File: src/hw/snd_consts.svh
`ifndef SND_CONSTS_SVH
`define SND_CONSTS_SVH

// Data path widths
`define SND_CHAN_W 8
`define SND_MIX_W 12
`define SND_PCM_W 16

// Soundrive (covox) channel ports, all odd
`define SND_PORT_A 8'h0F
`define SND_PORT_B 8'h1F
`define SND_PORT_C 8'h4F
`define SND_PORT_D 8'h5F

// Port #FE bit that drives the speaker
`define SND_BEEPER_BIT 4

// Beeper weight in the mix
`define SND_BEEP_LEVEL 256

// Above this mix level the output slope is halved
`define SND_KNEE 1024

// fclk cycles per audio sample
`define SND_SAMPLE_DIV 8

`endif

File: src/hw/snd_pkg.sv
`include "snd_consts.svh"

package snd_pkg;

  // One Soundrive channel, also the width of the I/O data bus
  typedef logic [`SND_CHAN_W-1:0] chan_t;

  // Unsigned sum of all sources on one side
  typedef logic [`SND_MIX_W-1:0] mix_t;

  // Final unsigned sample
  typedef logic [`SND_PCM_W-1:0] pcm_t;

endpackage

File: src/hw/snd_regs.sv
`timescale 1ns/1ps
`include "snd_consts.svh"

module snd_regs (
  input  logic           fclk,
  input  logic           rst,
  input  logic           io_wr,
  input  logic [7:0]     io_addr,
  input  snd_pkg::chan_t io_data,
  output snd_pkg::chan_t covox_a,
  output snd_pkg::chan_t covox_b,
  output snd_pkg::chan_t covox_c,
  output snd_pkg::chan_t covox_d,
  output logic           beeper
);

  import snd_pkg::*;

  // Soundrive channels, A..D in index order
  chan_t      chan_q [4];
  logic [1:0] chan_sel;
  logic       chan_hit;
  logic       beep_hit;

  // Full 8-bit match on the covox ports
  always_comb begin
    chan_hit = 1'b1;
    chan_sel = 2'd0;
    case (io_addr)
      `SND_PORT_A: chan_sel = 2'd0;
      `SND_PORT_B: chan_sel = 2'd1;
      `SND_PORT_C: chan_sel = 2'd2;
      `SND_PORT_D: chan_sel = 2'd3;
      default: chan_hit = 1'b0;
    endcase
  end

  // Port #FE is any even address
  assign beep_hit = ~io_addr[0];

  always_ff @(posedge fclk) begin
    if (rst) begin
      for (int i = 0; i < 4; i++) begin
        chan_q[i] <= '0;
      end
    end else if (io_wr && chan_hit) begin
      chan_q[chan_sel] <= io_data;
    end
  end

  // Covox ports are odd, so they never reach this bit
  always_ff @(posedge fclk) begin
    if (rst) begin
      beeper <= 1'b0;
    end else if (io_wr && beep_hit) begin
      beeper <= io_data[`SND_BEEPER_BIT];
    end
  end

  assign covox_a = chan_q[0];
  assign covox_b = chan_q[1];
  assign covox_c = chan_q[2];
  assign covox_d = chan_q[3];

endmodule

File: src/hw/sample_tick.sv
`timescale 1ns/1ps
`include "snd_consts.svh"

module sample_tick #(
  parameter int DIV = `SND_SAMPLE_DIV
) (
  input  logic fclk,
  input  logic rst,
  output logic tick
);

  localparam int CW = $clog2(DIV);

  logic [CW-1:0] cnt;
  logic          wrap;

  assign wrap = (cnt == CW'(DIV - 1));

  // Free-running period counter
  always_ff @(posedge fclk) begin
    if (rst) begin
      cnt <= '0;
    end else if (wrap) begin
      cnt <= '0;
    end else begin
      cnt <= cnt + 1'b1;
    end
  end

  // One pulse per period, DIV cycles after reset
  always_ff @(posedge fclk) begin
    if (rst) begin
      tick <= 1'b0;
    end else begin
      tick <= wrap;
    end
  end

endmodule

File: src/hw/audio_mixer.sv
`timescale 1ns/1ps
`include "snd_consts.svh"

module audio_mixer (
  input  logic           fclk,
  input  logic           rst,
  input  logic           tick,
  input  snd_pkg::chan_t covox_a,
  input  snd_pkg::chan_t covox_b,
  input  snd_pkg::chan_t covox_c,
  input  snd_pkg::chan_t covox_d,
  input  logic           beeper,
  output snd_pkg::mix_t  mix_l,
  output snd_pkg::mix_t  mix_r,
  output logic           mix_valid
);

  import snd_pkg::*;

  mix_t beep_term;
  mix_t sum_l;
  mix_t sum_r;

  // Covox channel weighted by 4, zero extended to the mix width
  function automatic mix_t weigh(input chan_t chan);
    return mix_t'({chan, 2'b00});
  endfunction

  // Beeper is shared by both sides
  assign beep_term = beeper ? mix_t'(`SND_BEEP_LEVEL) : '0;

  // Largest sum is 2296, no overflow in 12 bits
  assign sum_l = weigh(covox_a) + weigh(covox_b) + beep_term;
  assign sum_r = weigh(covox_c) + weigh(covox_d) + beep_term;

  // Sample the sources once per period
  always_ff @(posedge fclk) begin
    if (tick) begin
      mix_l <= sum_l;
      mix_r <= sum_r;
    end
  end

  always_ff @(posedge fclk) begin
    if (rst) begin
      mix_valid <= 1'b0;
    end else begin
      mix_valid <= tick;
    end
  end

endmodule

File: src/hw/snd_compressor.sv
`timescale 1ns/1ps
`include "snd_consts.svh"

module snd_compressor (
  input  logic          fclk,
  input  logic          rst,
  input  logic          mix_valid,
  input  snd_pkg::mix_t mix,
  output snd_pkg::pcm_t pcm
);

  import snd_pkg::*;

  localparam int SHIFT = `SND_PCM_W - `SND_MIX_W;

  mix_t over;
  mix_t level;
  logic above;

  assign above = (mix > mix_t'(`SND_KNEE));

  // Only meaningful when above the knee
  assign over = mix - mix_t'(`SND_KNEE);

  // Half slope past the knee, truncating
  assign level = above ? mix_t'(`SND_KNEE) + (over >> 1) : mix;

  // Scale by 16 to full PCM range
  always_ff @(posedge fclk) begin
    if (rst) begin
      pcm <= '0;
    end else if (mix_valid) begin
      pcm <= pcm_t'(level) << SHIFT;
    end
  end

endmodule

File: src/hw/snd_top.sv
`timescale 1ns/1ps
`include "snd_consts.svh"

module snd_top (
  input  logic           fclk,
  input  logic           rst,
  input  logic           io_wr,
  input  logic [7:0]     io_addr,
  input  snd_pkg::chan_t io_data,
  output snd_pkg::pcm_t  sound_l,
  output snd_pkg::pcm_t  sound_r
);

  import snd_pkg::*;

  chan_t covox_a;
  chan_t covox_b;
  chan_t covox_c;
  chan_t covox_d;
  logic  beeper;
  logic  tick;
  mix_t  mix_l;
  mix_t  mix_r;
  logic  mix_valid;

  // Port decode and Soundrive registers
  snd_regs i_regs (
    .fclk    (fclk),
    .rst     (rst),
    .io_wr   (io_wr),
    .io_addr (io_addr),
    .io_data (io_data),
    .covox_a (covox_a),
    .covox_b (covox_b),
    .covox_c (covox_c),
    .covox_d (covox_d),
    .beeper  (beeper)
  );

  sample_tick #(
    .DIV (`SND_SAMPLE_DIV)
  ) i_tick (
    .fclk (fclk),
    .rst  (rst),
    .tick (tick)
  );

  audio_mixer i_mixer (
    .fclk      (fclk),
    .rst       (rst),
    .tick      (tick),
    .covox_a   (covox_a),
    .covox_b   (covox_b),
    .covox_c   (covox_c),
    .covox_d   (covox_d),
    .beeper    (beeper),
    .mix_l     (mix_l),
    .mix_r     (mix_r),
    .mix_valid (mix_valid)
  );

  // One compressor per side
  snd_compressor i_comp_l (
    .fclk      (fclk),
    .rst       (rst),
    .mix_valid (mix_valid),
    .mix       (mix_l),
    .pcm       (sound_l)
  );

  snd_compressor i_comp_r (
    .fclk      (fclk),
    .rst       (rst),
    .mix_valid (mix_valid),
    .mix       (mix_r),
    .pcm       (sound_r)
  );

endmodule

File: config.mk
export PLATFORM = sky130hd
export DESIGN_NAME = snd_top
export DESIGN_NICKNAME = d
export VERILOG_FILES = /design/src/hw/snd_pkg.sv /design/src/hw/snd_regs.sv /design/src/hw/sample_tick.sv /design/src/hw/audio_mixer.sv /design/src/hw/snd_compressor.sv /design/src/hw/snd_top.sv
export VERILOG_INCLUDE_DIRS = /design/src /design/src/hw
export SDC_FILE = /design/constraint.sdc
export NUM_CORES = 1
export LEC_CHECK = 0
export BUFFER_PORTS_ARGS = -buffer_cell sky130_fd_sc_hd__buf_2
export CORE_ASPECT_RATIO = 0.6
export CORE_MARGIN = 8
export CORE_UTILIZATION = 25
export DETAILED_ROUTE_END_ITERATION = 8
export PLACE_DENSITY_LB_ADDON = 0.1
export SLEW_MARGIN = 5
export SYNTH_ARGS = -nofsm -noshare
export SYNTH_HDL_FRONTEND = slang
export SYNTH_HIERARCHICAL = 1
export SYNTH_SLANG_ARGS = --single-unit
export TNS_END_PERCENT = 1
File: constraint.sdc
create_clock -name fclk -period 4.1 [get_ports fclk]
set_input_delay 0.205 -clock fclk [delete_from_list [all_inputs] [get_ports fclk]]
set_output_delay 0.205 -clock fclk [all_outputs]
set_load 0.005 [all_outputs]
==> impl_results.md <==
- Tmin final: 2.262 ns
- Root Buffer: clkbuf_16
- CP Max Fanout: 3
- Number of flops mapped to enable cells by yosys: 52
- Initial core utilization: 25.18%
- Gr usage total: 8.941%
- First-pass GRT wire length: 14.69 mm
- # diodes: 0
- Vias after detailed routing: 2,659
- Synth Area per Inst: 12.05 um^2
- Post-route insts no fill: 633
- Final wirelength: 9.185 mm
- Final hold violations: 0
- Worst Hold Class: in -> reg
- Register area share after synthesis: 50.81%
- Bufs on Longest Clock Path: 2
- Global route hottest layer: met1
- End of the worst register-to-register path: i_mixer/mix_r[11]$_DFFE_PP_
- Worst-Margin Slew: 0.9570 ns
- Commonest register cell after synthesis: edfxtp_1
- Final nets: 453
- Met3 Usage GRT: 3.699%
- DRC viols: 0
- Hold path depth: 2
- Post-Syn Instances: 353
- Row count: 37
- Mapped Area: 4255 um^2
- Status: finished, final reports clean
- Max Cap Viol: 0
- Largest net degree at the start of global routing: 47
- Initial antenna violation count: 1
- Dpl ws: 1.826 ns
- Crit share post-route: 55.18%
- Die Y: 117.1 um
- Pre-Repair DR Iteration Count: 4
- ANT nets after route: 0
- Synth top area share: 36.70%
- Dominant cell type by area after synthesis: edfxtp_1
- Sequential Area: 2162 um^2
- Setup crit start kind: flop
- R2R cell count: 7
- Setup repair bufs after CTS: 0
- Critical path arrival: 2.34 ns
- Routed WL per cell: 14.51 um
- Crit path cell chain: ha_1 -> ha_1 -> fa_1 -> a211oi_1 -> o21ai_0 -> a21oi_1 -> nor2b_1
- Area delta synth->final: 15.61%
- CP Data Required Time: 4.18 ns
- Slowest CP cell: fa_1
- Final setup viols: 0
- CTS clock-pin slew for the worst setup and hold paths: 0.06 ns
- Hold path start: io_data[2]
- Pleak: 2.026 nW
- Core ar.: 16,900 um^2
- Top cells by area, synth: edfxtp_1, dfxtp_1, ha_1
- CTS Buf Count: 9
- PwrDens: 376.9 nW/um^2
- Clk_lat worst skew: 0.33 ns
- Ys Warns: 6
- CP most frequent cell: ha_1
- Clk sinks: 82
- Max-slew violations: 0
- Worst path max stage delay: 0.43 ns
- Via-per-instance ratio: 4.201
- Hold endpoint: i_regs/chan_q[3][2]$_DFFE_PP_
- Synth Register Bits: 82
- DPL Wire Length: 6.961 mm
- DP Cell Count: 617
- Multi-input gate area: 1917 um^2
- Post-synth top cells: edfxtp_1, ha_1, dfxtp_1
- Unrepaired setup endpoints after global routing: no
- Layout cell share with drive strength beyond 1: 17.79%
- Area of the die: 21,590 um^2
- CTS resizes: 0
- Crit path kind: reg -> reg
- Vias in the first global route: 2,583
- Final WS setup: 1.838 ns
- RD Place Congestion: 0.7828
- Io pins: 51
- Worst vdd ir: 0.1920 mV
- Max Clock Freq: 442.0 MHz
- Drt initial violations: 141
- Met1 usage: 14.08%
- Cts hold-fix bufs: 0
- Met2 usage: 10.31%
- H-tree depth: 3
- CTS tree: done
- Fillers: 1,755
- Setup Skew: 0.004650 ns
- Setup tns final: 0 ns
- Ys async rst share: 0%
- PortBufs: 42
- Max transition margin: 36.11%
- Top-count cell post-synth: edfxtp_1
- Netlist cell types: 48
- R2R Setup Slk: 1.84 ns
- Reg2reg start: i_regs/chan_q[2][1]$_SDFFCE_PN0P_
- Remaining global-route overflow: 0
- Crit. End Element: flop
- Die W: 184.4 um
area by class of cell:
class,count,share of cell area [%]
multi-input cells,242,38.96
clock inverters,6,0.6358
flip-flops and latches,82,43.95
well taps,234,5.951
clock buffers,10,4.858
inverters,16,1.221
repair buffers,43,4.425
report_power, final:
part	internal (mW)	switching (mW)
sequential	0.907	0.00766
combinational	0.0830	0.123
clock	0.421	0.312
cell families (layout without fill, tap and decap cells):
kind of cell	after synthesis	in the layout	share of synthesized area, %
adder cells (fa/ha/maj)	40	40	12.47
multiplexers	25	25	5.881
buffers and inverters	38	75	4.940
AND/OR/NAND/NOR	97	97	14.26
other	3	12	0.2646
XOR/XNOR	10	10	2.058
flip-flops	82	82	50.81
AO/OA/AOI/OAI	58	58	9.321
cells in the final DEF, fill, tap and decap left out, types with 4 or more instances in the layout:
master and n:
buf_2 42, nor2b_1 7, dfxtp_1 30, clkinv_2 5, clkbuf_16 9, and2_1 8, nor3_1 6, ha_1 36
xor2_1 4, a21oi_1 9, edfxtp_1 52, nor2_1 28, fa_1 4, nand2_1 4, and3_1 26, conb_1 12
a21o_1 4, xnor2_1 6, o21ai_0 8, inv_1 16, mux2i_1 25, a211oi_1 20
worst max-delay path: cells and delay by family (launching register included):
kind,cells,cell delay [ns]
AOI/OAI and AO/OA,3,0.62
adders and majority gates,3,0.97
DFF,1,0.36
and+or+nand+nor,1,0.06
state kept, by name (all words and copies together) (netlist names):
name	count
i_regs/chan_q	32
i_tick/cnt	3
i_mixer/mix_valid	1
i_comp_l/pcm	12
i_regs/beeper	1
i_comp_r/pcm	12
i_mixer/mix_r	10
i_tick/tick	1
i_mixer/mix_l	10
metal layers:
| layer | vias up | share of wire, % |
|---|---|---|
| met5 | - | 0.14 |
| met1 | 1223 | 58 |
| met3 | 10 | 7.1 |
| met4 | 2 | 0.82 |
| li1 | 1364 | - |
| met2 | 60 | 34 |
worst max path at each step:
stage	from	endpoint	slack, ns	cells past startpoint
5_1_grt	i_regs/chan_q[2][1]$_SDFFCE_PN0P_	i_mixer/mix_r[11]$_DFFE_PP_	1.67	7
3_5_place_dp	i_regs/chan_q[2][1]$_SDFFCE_PN0P_	i_mixer/mix_r[11]$_DFFE_PP_	1.83	7
2_1_floorplan	i_regs/chan_q[2][1]$_SDFFCE_PN0P_	i_mixer/mix_r[11]$_DFFE_PP_	1.96	7
4_1_cts	i_regs/chan_q[2][1]$_SDFFCE_PN0P_	i_mixer/mix_r[11]$_DFFE_PP_	1.82	7
3_3_place_gp	i_regs/chan_q[2][1]$_SDFFCE_PN0P_	i_mixer/mix_r[11]$_DFFE_PP_	1.86	7
6_report	i_regs/chan_q[2][1]$_SDFFCE_PN0P_	i_mixer/mix_r[11]$_DFFE_PP_	1.84	7
through the flow:
stage,hold WS (ns),instance area (um^2),power [mW],utilization [%]
after detailed placement,0.4153,4649,1.139,27.52
after global placement,0.4156,4649,1.141,27.52
after floorplan,0.2766,4289,1.080,-
final,0.2070,4920,1.854,29.12
after global routing,0.2096,4920,1.953,29.12
after CTS,0.1971,4920,1.888,29.12
No activity file was read; power rests on OpenSTA's default activity.
